**src/include/dcache_params.svh**
```systemverilog
// geometry macros for the two-way data cache
`ifndef DCACHE_PARAMS_SVH
`define DCACHE_PARAMS_SVH

// cpu address and data widths
`define DC_ADDR_W      32
`define DC_WORD_W      32

// line and array geometry
`define DC_LINE_WORDS  4
`define DC_SETS        16
`define DC_WAYS        2

// address split, tag | index | offset
`define DC_OFFSET_W    4
`define DC_INDEX_W     4
`define DC_TAG_W       24

// word select sits in the upper offset bits
`define DC_WSEL_W      2
`define DC_STRB_W      4

`endif

```
**src/logic/dcache_pkg.sv**
```systemverilog
// shared vector types and the miss state enum for the data cache
`include "dcache_params.svh"

package dcache_pkg;

    // address and data
    typedef logic [`DC_ADDR_W-1:0] addr_t;
    typedef logic [`DC_WORD_W-1:0] word_t;
    typedef logic [`DC_STRB_W-1:0] strb_t;

    // address fields
    typedef logic [`DC_TAG_W-1:0]   tag_t;
    typedef logic [`DC_INDEX_W-1:0] index_t;
    typedef logic [`DC_WSEL_W-1:0]  wsel_t;

    // whole line, word 0 in the low bits
    typedef logic [`DC_LINE_WORDS*`DC_WORD_W-1:0] line_t;

    typedef logic [0:0] way_t;

    // lookup and miss handling
    typedef enum logic [1:0] {
        LOOKUP,
        MISS_DIRTY,
        MISS_CLEAN,
        REFILL_DONE
    } miss_state_t;

endpackage

```
**src/logic/dcache_miss_ctrl.sv**
```systemverilog
// request register and the lookup, write-back and refill state machine
`timescale 1ns/1ns
`include "dcache_params.svh"

module dcache_miss_ctrl (
    input  logic                clk,
    input  logic                rst_n,
    input  logic                req,
    input  logic                req_write,
    input  dcache_pkg::addr_t   req_addr,
    input  dcache_pkg::word_t   req_wdata,
    input  dcache_pkg::strb_t   req_strb,
    input  logic                hit,
    input  dcache_pkg::way_t    hit_way,
    input  dcache_pkg::way_t    victim_way,
    input  logic                victim_dirty,
    input  dcache_pkg::tag_t    victim_tag,
    input  dcache_pkg::word_t   load_word,
    input  logic                mem_rd_valid,
    input  logic                mem_wr_done,
    output logic                busy,
    output logic                resp_valid,
    output dcache_pkg::word_t   resp_rdata,
    output dcache_pkg::index_t  look_index,
    output dcache_pkg::tag_t    look_tag,
    output dcache_pkg::wsel_t   look_wsel,
    output logic                touch,
    output dcache_pkg::way_t    sel_way,
    output logic                store_en,
    output dcache_pkg::word_t   store_data,
    output dcache_pkg::strb_t   store_strb,
    output logic                refill_en,
    output logic                mem_rd_req,
    output dcache_pkg::addr_t   mem_rd_addr,
    output logic                mem_wr_req,
    output dcache_pkg::addr_t   mem_wr_addr
);
    import dcache_pkg::*;

    miss_state_t state_q;
    miss_state_t state_d;
    logic        req_valid_q;
    logic        write_q;
    tag_t        tag_q;
    index_t      index_q;
    wsel_t       wsel_q;
    word_t       wdata_q;
    strb_t       strb_q;
    // read request owed after a write-back completes
    logic        rd_pend_q;
    logic        lookup_miss;
    logic        serve;

    always_ff @(posedge clk or negedge rst_n) begin
        if (!rst_n) begin
            req_valid_q <= 1'b0;
        end else begin
            req_valid_q <= req;
        end
    end

    // payload is held for the whole miss
    always_ff @(posedge clk) begin
        if (req) begin
            write_q <= req_write;
            tag_q   <= req_addr[`DC_ADDR_W-1 -: `DC_TAG_W];
            index_q <= req_addr[`DC_OFFSET_W +: `DC_INDEX_W];
            wsel_q  <= req_addr[`DC_OFFSET_W-`DC_WSEL_W +: `DC_WSEL_W];
            wdata_q <= req_wdata;
            strb_q  <= req_strb;
        end
    end

    assign lookup_miss = (state_q == LOOKUP) && req_valid_q && !hit;
    // refill_done re-runs the lookup on the held request
    assign serve = hit && (((state_q == LOOKUP) && req_valid_q) || (state_q == REFILL_DONE));

    always_comb begin
        state_d = state_q;
        case (state_q)
            LOOKUP: begin
                if (lookup_miss) begin
                    state_d = victim_dirty ? MISS_DIRTY : MISS_CLEAN;
                end
            end
            MISS_DIRTY: begin
                if (mem_wr_done) begin
                    state_d = MISS_CLEAN;
                end
            end
            MISS_CLEAN: begin
                if (mem_rd_valid) begin
                    state_d = REFILL_DONE;
                end
            end
            default: begin
                state_d = LOOKUP;
            end
        endcase
    end

    always_ff @(posedge clk or negedge rst_n) begin
        if (!rst_n) begin
            state_q   <= LOOKUP;
            rd_pend_q <= 1'b0;
        end else begin
            state_q   <= state_d;
            rd_pend_q <= (state_q == MISS_DIRTY) && mem_wr_done;
        end
    end

    // cpu side
    assign busy       = lookup_miss || (state_q == MISS_DIRTY) || (state_q == MISS_CLEAN);
    assign resp_valid = serve;
    assign resp_rdata = load_word;

    // array side
    assign look_index = index_q;
    assign look_tag   = tag_q;
    assign look_wsel  = wsel_q;
    assign sel_way    = hit ? hit_way : victim_way;
    assign touch      = serve;
    assign store_en   = serve && write_q;
    assign store_data = wdata_q;
    assign store_strb = strb_q;
    assign refill_en  = (state_q == MISS_CLEAN) && mem_rd_valid;

    // line-aligned memory requests
    assign mem_wr_req  = lookup_miss && victim_dirty;
    assign mem_wr_addr = {victim_tag, index_q, {`DC_OFFSET_W{1'b0}}};
    assign mem_rd_req  = (lookup_miss && !victim_dirty) || rd_pend_q;
    assign mem_rd_addr = {tag_q, index_q, {`DC_OFFSET_W{1'b0}}};

    a_req_only_when_free: assert property (
        @(posedge clk) disable iff (!rst_n) req |-> !busy
    );

    a_rd_req_enters_refill: assert property (
        @(posedge clk) disable iff (!rst_n) mem_rd_req |=> (state_q == MISS_CLEAN)
    );

    // the write-back owns the memory port until it completes
    a_quiet_during_writeback: assert property (
        @(posedge clk) disable iff (!rst_n)
        (state_q == MISS_DIRTY) |-> !mem_rd_req && !mem_wr_req
    );

endmodule

```
**config.mk**
```make
export PLATFORM = sky130hd
export DESIGN_NAME = dcache_miss_ctrl
export DESIGN_NICKNAME = d
export VERILOG_FILES = /design/src/logic/dcache_pkg.sv /design/src/logic/dcache_miss_ctrl.sv
export VERILOG_INCLUDE_DIRS = /design/src /design/src/include
export SDC_FILE = /design/constraint.sdc
export NUM_CORES = 1
export LEC_CHECK = 0
export BUFFER_PORTS_ARGS = -buffer_cell sky130_fd_sc_hd__buf_2
export CAP_MARGIN = 0
export CORE_AREA = 5 5 114 116
export DETAILED_ROUTE_END_ITERATION = 10
export DIE_AREA = 0 0 119 121
export PLACE_DENSITY = 0.68
export SYNTH_ARGS = -nofsm -noshare
export SYNTH_HDL_FRONTEND = slang
export SYNTH_SLANG_ARGS = --single-unit
```
**constraint.sdc**
```tcl
create_clock -name clk -period 2.1 [get_ports clk]
set_input_delay 0.315 -clock clk [delete_from_list [all_inputs] [get_ports clk]]
set_output_delay 0.315 -clock clk [all_outputs]
set_load 0.02 [all_outputs]
```
* Yosys cells after proc, flatten, opt, wreduce, memory -nomap -nowiden *
Index checks and enable logic that the tools add are counted.

operators by class
  equality and inequality tests = 6
  multiplexer cells = 6
  reduce and logical (&&, ||, !) cells = 16

operators with widths
  cell                count
  $logic_and 1x1->1   8
  $mux 2              4
  $ne 2x2->1 const B  3
  $pmux 2 s3          1
  $eq 2x2->1 const B  2
  $logic_or 1x1->1    4
  $reduce_and 3->1    1
  $eq 2x1->1 const B  1
  $logic_not 1->1     2
  $logic_not 2->1     1
  $mux 1              1

storage, ports and cells
  bits in registers = 71
  input port bits = 134
  output and inout port bits = 170
  word-level logic and storage cells = 37

* Longest topological paths before layout *
Gate-level depths: netlist (run 1).

  depth after elaboration = 5
  gate-level depth with buffers = 6
  mapped depth without buffers = 6

* Worst setup path before layout (run 1) *
OpenSTA, ideal clock, no wires.

  path kind = flip-flop to output port
  start = register state_q[0]
  end = output port store_en
  arrival time = 1.523 ns
  required time = 1.785 ns
  setup slack = 0.262 ns
  cell stages (with the launch flop) = 6
  buffers on the path = 0
  cell sequence = dfrtp_1 > inv_1 > ha_1 > a21oi_1 > nor2b_1 > and2_1

between the ends
  longest elaborated chain between the ends = 5
  elaborated cells on any way between the ends = 6
  those cells by class = 1 x eq/ne; 5 x reduce/logical

ends and longest elaborated chain
  element                 line                     text
  from (decl)             dcache_miss_ctrl.sv:40   miss_state_t state_q;
  from (signal assigned)  dcache_miss_ctrl.sv:107  state_q <= state_d;
  $logic_not 2->1         dcache_miss_ctrl.sv:76   assign serve = hit && (((state_q == LOOKUP) && req_valid_q) || (state_q == REFILL_DONE));
  $logic_and 1x1->1       dcache_miss_ctrl.sv:76
  $logic_or 1x1->1 (*)    dcache_miss_ctrl.sv:76
  $logic_and 1x1->1 (*)   dcache_miss_ctrl.sv:76
  via resp_valid          dcache_miss_ctrl.sv:22   output logic resp_valid,
  $logic_and 1x1->1 (*)   dcache_miss_ctrl.sv:123  assign store_en = serve && write_q;
  to (decl)               dcache_miss_ctrl.sv:29   output logic store_en,

Mark *: on every way through the listed nets, which the timed path passes. The rest lies on a longest branch.

* Final worst setup path (run 1) *
  start = register state_q[0]
  end = output port store_en

between the ends
  longest elaborated chain between the ends = 5
  elaborated cells on any way between the ends = 6
  those cells by class = 1 x eq/ne; 5 x reduce/logical

ends and longest elaborated chain
  element                line
  $logic_not 2->1        dcache_miss_ctrl.sv:76
  $logic_and 1x1->1      dcache_miss_ctrl.sv:76
  $logic_or 1x1->1 (*)   dcache_miss_ctrl.sv:76
  $logic_and 1x1->1 (*)  dcache_miss_ctrl.sv:76
  $logic_and 1x1->1 (*)  dcache_miss_ctrl.sv:123

Every way passes the cells marked *; elsewhere a longest branch is shown, timed or not.

==> results by group, run 1 <==
Run status
  • Status: finished clean

Route
  • Antenna-violating nets left: 0
  • # DRC: 0
  • Via count: between 1500 and 2000
  • DR pass1 iterations: 4
  • Number of DRC markers in iteration 0: 38
  • Vias per cell: about 3.9
  • Detailed Route WL: between 7000 and 8000 µm
  • Avg WL per Cell: around 17 µm

Hold path
  • Hold WC Path Type: primary input to flip-flop
  • Worst Hold Endpoint: look_tag[13]
  • Worst Hold Depth: 1
  • Worst Hold Launch: req_addr[21]

Place
  • Routability cong.: a little over 0.7
  • Detail Placement HPWL: around 6600 µm
  • Input/output buffers: between 150 and 200

Die
  • I/O pins: around 300
  • Placeable Area: ~12000 µm²
  • Starting density of the core: 0.261
  • Die Height: ~120 µm
  • Num rows: 40
  • Die Wd: approximately 120 µm
  • Full die area: approximately 14000 µm²

Logic synthesis
  • FF+latch count, synth: 71
  • Top-count cell post-synth: buf_4
  • Top_reg_cell synth: edfxtp_1
  • Post-synth top area share: 0.653
  • Netlist Area Pre-Place: ~3100 µm²
  • Cells after synthesis: between 150 and 200
  • Synth unique cells: 20
  • Seq/Total Area, Yosys: 0.685
  • Synth top area cells: edfxtp_1, buf_4, dfrtp_1
  • Syn Area/Cell: 15.5 µm²
  • Synth area leader: edfxtp_1
  • Yosys warnings: 0
  • Fraction of registers with async set/reset: 0.0563
  • Leading cell types by count after synthesis: buf_4, edfxtp_1, inv_1, dfrtp_1, ha_1
  • Post-synth EDFFs: 67

Setup path
  • Crit path launch: state_q[0]
  • WP data arrival: 1.62 ns
  • CP Data Required Time: 1.78 ns
  • Critical R2R Capture: state_q[0]
  • Crit path launch type: flip-flop
  • Flop-to-flop setup slack: 0.53 ns
  • Crit Path Class: flip-flop to output pin
  • Crit. End Element: output pin
  • CP Max Fanout: 7
  • R2R Path Start: state_q[1]
  • Worst R2R Path Depth: 6

CTS
  • CTS sink count: approximately 70
  • Clock Path Buffers: 2
  • CTS tree: yes
  • Post-CTS Setup Bufs: 0
  • CTS buffer count: 9
  • Clk_lat worst skew: roughly 0.32 ns
  • CTS Root Cell: clkbuf_16
  • H-tree levels: 3
  • Clk pin slew, worst setup/hold paths: roughly 0.06 ns

Timing
  • Setup_tns: 0 ns
  • Minimum clock period: 1.94 ns
  • Setup violations, final: 0
  • Endpoints failing hold: 0
  • Slew Viols, Final: 0
  • Worst hold slack: 0.159 ns
  • Clk_skew: between 0.0001 and 0.00015 ns
  • Final worst-path cycle share: 0.922
  • Fmax: 517 MHz
  • RSZ-0062 raised after global routing: false

Finish
  • Layout area overhead: 23.7%
  • Nets: 442
  • Ant. Diodes: 0
  • FILL cells: 1182
  • Share of layout cells above drive strength 1: 0.667

Pwr
  • Lkg Pwr: between 1.5 and 2 nW
  • Cell Pwr Density: between 1000 and 1500 nW/µm²
  • Maximum VDD drop: approximately 0.67 mV

Global route
  • Largest net degree at the start of global routing: 38
  • Vias in the first global route: 1941
  • First-pass GRT wire length: between 10000 and 15000 µm
  • GRT Residual Overflow: 0
  • Antenna violations before repair: 0
  • Gr usage total: 0.103

Run
  • Maxcap violations: 0
==> stage by stage <==
step                      instance area (µm²)  worst slack [ns]  std cells  total power, mW   util
after floorplan                          3110             0.262        206             2.53      -
after global placement                   3480             0.441        439             2.60  0.295
after detailed placement                 3480             0.379        439             2.62  0.295
after CTS                                3800            0.0227        456             4.17  0.322
after global routing                     3810            0.0417        456             4.36  0.323
final                                    3810             0.164        456             4.13  0.323
==> final cells by class <==
| type | count | area (µm²) | area share |
|---|---|---|---|
| Clock buffer | 9 | 225 | 0.0591 |
| Clock inverter | 7 | 77.6 | 0.0204 |
| Inverter | 5 | 18.8 | 0.00492 |
| Multi-Input combinational cell | 33 | 262 | 0.0686 |
| Sequential cell | 71 | 2110 | 0.554 |
| Tap cell | 147 | 184 | 0.0483 |
| Timing Repair Buffer | 184 | 931 | 0.244 |
==> what timing repair did <==
item / CTS / global route
resized for setup: 0 / 3
endpoints found under the setup margin: 0 / 1
endpoints found under the hold margin: 4 / 0
hold buffers: 1 / 0
==> how the worst max path moves through the flow <==
| stage | to | slack, ns | depth (start not counted) |
|---|---|---|---|
| global placement | store_en | 0.44 | 6 |
| floorplan | store_en | 0.26 | 5 |
| finish | store_en | 0.16 | 6 |
| CTS | store_en | 0.02 | 6 |
| detailed placement | store_en | 0.38 | 6 |
| global route | store_en | 0.04 | 6 |
==> cell usage in the layout, fill, tap and decap left out, types with 2 or more instances in the layout <==
| master | Yosys | layout |
|---|---|---|
| nor2_1 | 2 | 2 |
| and2_1 | 3 | 3 |
| a21oi_1 | 3 | 3 |
| inv_6 | 0 | 3 |
| inv_1 | 5 | 5 |
| dfrtp_1 | 4 | 3 |
| buf_2 | 0 | 181 |
| conb_1 | 1 | 8 |
| mux2_2 | 2 | 2 |
| ha_1 | 4 | 3 |
| nor2b_1 | 2 | 2 |
| buf_4 | 97 | 2 |
| clkbuf_16 | 0 | 9 |
| edfxtp_1 | 67 | 67 |
==> sequential cells by signal, indices dropped and copies added, names as in the netlist <==
signal       flops
store_data      32
look_tag        24
look_index       4
store_strb       4
look_wsel        2
state_q          2
rd_pend_q        1
req_valid_q      1
write_q          1
==> per-layer routing <==
layer,vias to the layer above,part of all wire,global-route usage
li1,791,-,-
met1,802,0.28,0.0868
met2,157,0.52,0.176
met3,43,0.15,0.0657
met4,0,0.052,0.0739
met5,-,0,0
==> worst max-delay path: stages (launching register included) <==
cell,delay [ns]
dfrtp_2,0.45
inv_1,0.14
ha_4,0.19
a21oi_1,0.07
nor2b_1,0.16
and2_1,0.14
buf_2,0.15
==> kinds of logic (layout without fill, tap and decap cells) <==
kind of cell | Yosys count | after routing | synth area share
buffers and inverters | 102 | 205 | 0.242
flip-flops | 71 | 71 | 0.685
AO/OA/AOI/OAI | 9 | 9 | 0.0264
AND/OR/NAND/NOR | 10 | 10 | 0.0211
multiplexers | 2 | 2 | 0.00731
other | 1 | 8 | 0.00122
adder cells (fa/ha/maj) | 4 | 4 | 0.0162
==> where the power goes <==
| group | leakage (nW) | switching [mW] | internal, mW | total [mW] |
|---|---|---|---|---|
| clock | 0.147 | 0.590 | 0.931 | 1.52 |
| sequential | 0.704 | 0.0655 | 1.70 | 1.76 |
| combinational | 0.866 | 0.524 | 0.323 | 0.847 |
| total | 1.72 | 1.18 | 2.95 | 4.13 |
Note: power is estimated with default switching activity, not from simulation.
==> run 2: changes to the inputs <==
Settings changed: CORE_AREA 5 5 114 116 to 5 5 115 117, DIE_AREA 0 0 119 121 to 0 0 120 122, PLACE_DENSITY 0.68 to 0.67, SETUP_SLACK_MARGIN set to 0.05.
==> run 2 against run 1 <==
Effect of this change: sequential power about the same; wire length increased by 1.6%; sequential cell count unchanged; critical path type unchanged; non-clock buffer count unchanged; largest power group unchanged.
==> results by group, run 2 (synthesis results as in run 1) <==
Die
  • Starting density of the core: 0.251
  • Die Wd: 120 µm
  • Placeable Area: ~12000 µm²
  • Die Height: roughly 120 µm
  • I/O pins: 304
  • Num rows: ~40
  • Full die area: ~15000 µm²

Finish
  • Ant. Diodes: 0
  • Nets: around 440
  • Final instance area: around 3800 µm²
  • Final cell count without fillers: around 460
  • Share of layout cells above drive strength 1: 0.673
  • Layout area overhead: 24.7%
  • FILL cells: approximately 1200
  • Commonest non-fill, non-tap cell in the layout: buf_2
  • Finished Core Util: 0.314
  • Most frequent cells in the layout: buf_2, edfxtp_1, clkbuf_16
  • Number of flip-flops in the largest register: 32

Setup path
  • Crit. End Element: output pin
  • Crit Path Class: flip-flop to output pin
  • R2R Path Start: state_q[0]
  • Crit path launch type: flip-flop
  • Critical R2R Capture: state_q[1]
  • CP Max Fanout: 7
  • Flop-to-flop setup slack: approximately 0.5 ns
  • Worst R2R Path Depth: 6
  • CP Data Required Time: about 1.8 ns
  • WP data arrival: roughly 1.6 ns

Timing
  • Fmax: roughly 520 MHz
  • Endpoints failing hold: 0
  • Final worst-path cycle share: 0.923
  • Setup_tns: 0 ns
  • RSZ-0062 raised after global routing: false
  • Clk_skew: between 0.002 and 0.0025 ns
  • Setup violations, final: 0
  • Minimum clock period: approximately 1.9 ns
  • Slew Viols, Final: 0

Global route
  • First-pass GRT wire length: 11000 µm
  • Largest net degree at the start of global routing: 42
  • Antenna violations before repair: 2
  • GRT Residual Overflow: 0
  • Vias in the first global route: 1897
  • Gr usage total: 0.103

Place
  • Detail Placement HPWL: ~6700 µm
  • Routability cong.: approximately 0.70
  • Dpl cells: 442
  • Cell Area, Placed: between 3000 and 4000 µm²
  • Input/output buffers: between 150 and 200

Route
  • # DRC: 0
  • Detailed Route WL: 8020 µm
  • Vias per cell: around 3.9
  • Avg WL per Cell: 17.5 µm
  • Via count: approximately 1800
  • Antenna-violating nets left: 0
  • DR pass1 iterations: 4
  • Number of DRC markers in iteration 0: 42

Hold path
  • Worst Hold Endpoint: store_data[9]
  • Worst Hold Depth: 1
  • Hold WC Path Type: primary input to flip-flop
  • Worst Hold Launch: req_wdata[9]

CTS
  • H-tree levels: 3
  • Clock Path Buffers: 2
  • Clk pin slew, worst setup/hold paths: approximately 0.060 ns
  • CTS buffer count: 9
  • Post-CTS Setup Bufs: 0
  • CTS tree: yes
  • CTS sink count: between 70 and 80
  • CTS Root Cell: clkbuf_16
  • Clk_lat worst skew: about 0.33 ns

Pwr
  • P_int: 3.08 mW
  • Net Sw Power: 1.21 mW
  • Cell Pwr Density: around 1100 nW/µm²
  • Combinational power share: 0.201
  • Clk pwr share: 0.386
  • Sw Ratio: 0.282
  • Sequential share of power: 0.412
  • Maximum VDD drop: about 0.55 mV
  • Lkg Pwr: 1.72 nW

Run status
  • Status: finished clean

Run
  • Maxcap violations: 0
==> run 2: worst max path at each step <==
stage	endpoint	startpoint	cells after the start
floorplan	store_en	state_q[0]	5
global placement	store_en	state_q[0]	6
detailed placement	store_en	state_q[0]	6
CTS	store_en	state_q[1]	6
global route	store_en	state_q[0]	6
finish	store_en	state_q[0]	6
==> run 2: per-layer routing <==
metal	up-vias	track usage	share of wire	wire length (µm)
li1	788	-	-	-
met1	799	0.0903	0.28	2250
met2	156	0.175	0.52	4140
met3	29	0.0645	0.16	1270
met4	4	0.0694	0.041	327
met5	-	0	0.0040	32
==> run 2: timing repair <==
item                                   4_1_cts  5_1_grt
gates resized for setup                      1        4
gates cloned                                 0        0
hold buffers                                 1        0
setup endpoints to repair                    1        3
endpoints found under the hold margin        4        0
==> run 2: critical path: stages, from the launching register on <==
cell	delay [ns]
dfrtp_2	0.45
inv_1	0.14
ha_4	0.19
a21oi_1	0.09
nor2b_2	0.15
and2_1	0.14
buf_2	0.16
==> run 2: power by group through the flow <==
stage                     Clock (mW)  Combinational (mW)  Sequential, mW
after floorplan                    0               0.604            1.92
after global placement             0               0.817            1.79
after detailed placement           0               0.837            1.80
after CTS                       1.70               0.845            1.77
after global routing            1.78               0.936            1.79
final                           1.66               0.864            1.77
==> run 2: per-stage QoR <==
step / hold WS, ns / worst slack (ns) / power [mW]
after floorplan: 0.0194 / 0.262 / 2.53
after global placement: 0.123 / 0.446 / 2.60
after detailed placement: 0.124 / 0.383 / 2.63
after CTS: 0.143 / 0.0620 / 4.31
after global routing: 0.142 / 0.0582 / 4.50
final: 0.158 / 0.162 / 4.29
==> run 2: cell type report <==
cell class                 instances  area [µm²]  area share
sequential                        71        2110       0.550
timing repair buffer             184         931       0.242
multi-input combinational         33         264      0.0687
clock buffer                       9         225      0.0586
tap                              150         188      0.0488
clock inverter                     7         104      0.0270
inverter                           5        18.8     0.00488
==> run 3: changes to the inputs <==
Settings changed: ABC_AREA set to 0.
Clock period 2.1 ns to 2 ns, I/O delays scaled along.
==> run 3 against run 2 <==
Effect of this change: non-clock buffer count up 3; register-to-register slack worse by 0.12 ns; highest routed layer unchanged; clock skew down 0.0019 ns; wire length down 1.9%; sequential cell count unchanged.
==> results by group, run 3 (synthesis results as in run 1) <==
Global route
  • Largest net degree at the start of global routing: 37
  • GRT busiest layer: met2
  • Gr usage total: 0.102
  • Met1 Resource Use GR: 0.0850
  • Met3 Usage GRT: 0.0650
  • First-pass GRT wire length: about 11000 µm
  • GR Layer Usage met2: 0.174
  • Vias in the first global route: slightly below 2000
  • GRT Residual Overflow: 0
  • Antenna violations before repair: 1

Finish
  • Ant. Diodes: 0
  • Most frequent cells in the layout: buf_2, edfxtp_1, clkbuf_16
  • FILL cells: roughly 1200
  • Commonest non-fill, non-tap cell in the layout: buf_2
  • Nets: roughly 450
  • Layout area overhead: 24.4%
  • Share of layout cells above drive strength 1: 0.676
  • Number of flip-flops in the largest register: 32

Timing
  • RSZ-0062 raised after global routing: false
  • Setup slack after layout: ~0.14 ns
  • Slew Viols, Final: 0
  • Clk_skew: around 0.00038 ns
  • Setup_tns: 0 ns
  • Minimum clock period: ~1.9 ns
  • Endpoints failing hold: 0
  • Fmax: about 540 MHz
  • Setup violations, final: 0
  • Final worst-path cycle share: 0.928

CTS
  • Clk pin slew, worst setup/hold paths: ~0.060 ns
  • Clock Path Buffers: 2
  • CTS buffer count: 9
  • CTS Root Cell: clkbuf_16
  • Clk_lat worst skew: between 0.3 and 0.4 ns
  • CTS sink count: about 70
  • CTS tree: yes
  • H-tree levels: 3

Route
  • Number of DRC markers in iteration 0: 58
  • DR pass1 iterations: 4
  • Vias per cell: around 3.8
  • # DRC: 0
  • Detailed Route WL: about 7900 µm
  • Avg WL per Cell: approximately 17 µm
  • Antenna-violating nets left: 0
  • Via count: between 1500 and 2000

Pwr
  • Lkg Pwr: approximately 1.7 nW
  • Cell Pwr Density: between 1000 and 1500 nW/µm²
  • Maximum VDD drop: roughly 0.60 mV

Run status
  • Status: finished clean

Setup path
  • CP Data Required Time: between 1.5 and 2 ns
  • Crit. End Element: output pin
  • Slowest cell on crit path: dfrtp_2
  • Slowest cell delay on critical path: 0.43 ns
  • Crit-path cells: inv_2, ha_4, a21oi_1, nor2b_1, and2_1, buf_2
  • WP data arrival: 1.56 ns
  • Buf+Inv Stages, Crit Path: 2
  • Crit Path Class: flip-flop to output pin
  • CP delay by family, top: flip-flops
  • Crit path launch type: flip-flop
  • CP Max Fanout: 6

Die
  • Starting density of the core: 0.251
  • Die Height: 122 µm
  • I/O pins: approximately 300
  • Num rows: 41
  • Placeable Area: around 12000 µm²
  • Full die area: 14600 µm²
  • Die Wd: 120 µm

Place
  • Detail Placement HPWL: ~6700 µm
  • Routability cong.: roughly 0.7
  • Input/output buffers: 181
  • Placement Setup Slack: around 0.29 ns

Hold path
  • Hold WC Path Type: primary input to flip-flop

Run
  • Maxcap violations: 0
-- run 3: where the power goes --
group | switching, mW | total (mW) | internal (mW)
clock network | 0.586 | 1.55 | 0.963
logic | 0.577 | 0.957 | 0.380
registers | 0.0713 | 1.86 | 1.78
-- run 3: layout make-up --
class	instances	area (µm²)	share of cell area
tap	150	188	0.0489
clock inverter	7	71.3	0.0186
clock buffer	9	225	0.0587
inverter	5	21.3	0.00555
multi-input combinational	33	262	0.0682
sequential	71	2110	0.551
timing repair buffer	187	953	0.249
-- run 3: path summary, 6_finish.rpt --
| kind | from | endpoint | slack (ns) | depth (start not counted) |
|---|---|---|---|---|
| max | state_q[0] | store_en | 0.14 | 6 |
| min | req_wdata[13] | store_data[13] | 0.15 | 1 |
| max reg2reg | state_q[0] | state_q[0] | 0.39 | 6 |
| min reg2reg | state_q[1] | state_q[1] | 0.59 | 1 |
| max in group asynchronous | rst_n | state_q[1] | 1.57 | 2 |
| min in group asynchronous | rst_n | rd_pend_q | 0.30 | 2 |
-- run 3: repair_timing --
| item | CTS | global route |
|---|---|---|
| resized for setup | 5 | 2 |
| setup endpoints to repair | 4 | 1 |
| pin swaps | 0 | 0 |
| setup buffers | 0 | 3 |
| hold endpoints to repair | 4 | 0 |
| hold buffers | 1 | 0 |
| cloned | 0 | 0 |
-- run 3: through the flow --
stage / instances / utilization / hold WS, ns / instance area [µm²] / power, mW
CTS: 459 / 0.311 / 0.128 / 3810 / 4.38
floorplan: 206 / - / 0.00441 / 3110 / 2.65
detailed placement: 442 / 0.285 / 0.108 / 3490 / 2.77
global route: 462 / 0.313 / 0.127 / 3830 / 4.58
finish: 462 / 0.313 / 0.147 / 3830 / 4.36
global placement: 442 / 0.285 / 0.108 / 3490 / 2.73
-- run 3: routing by layer --
metal / vias to the layer above / routed length (µm)
met5: - / 11
met4: 2 / 337
met3: 29 / 1240
met2: 156 / 4100
met1: 778 / 2180
li1: 801 / -
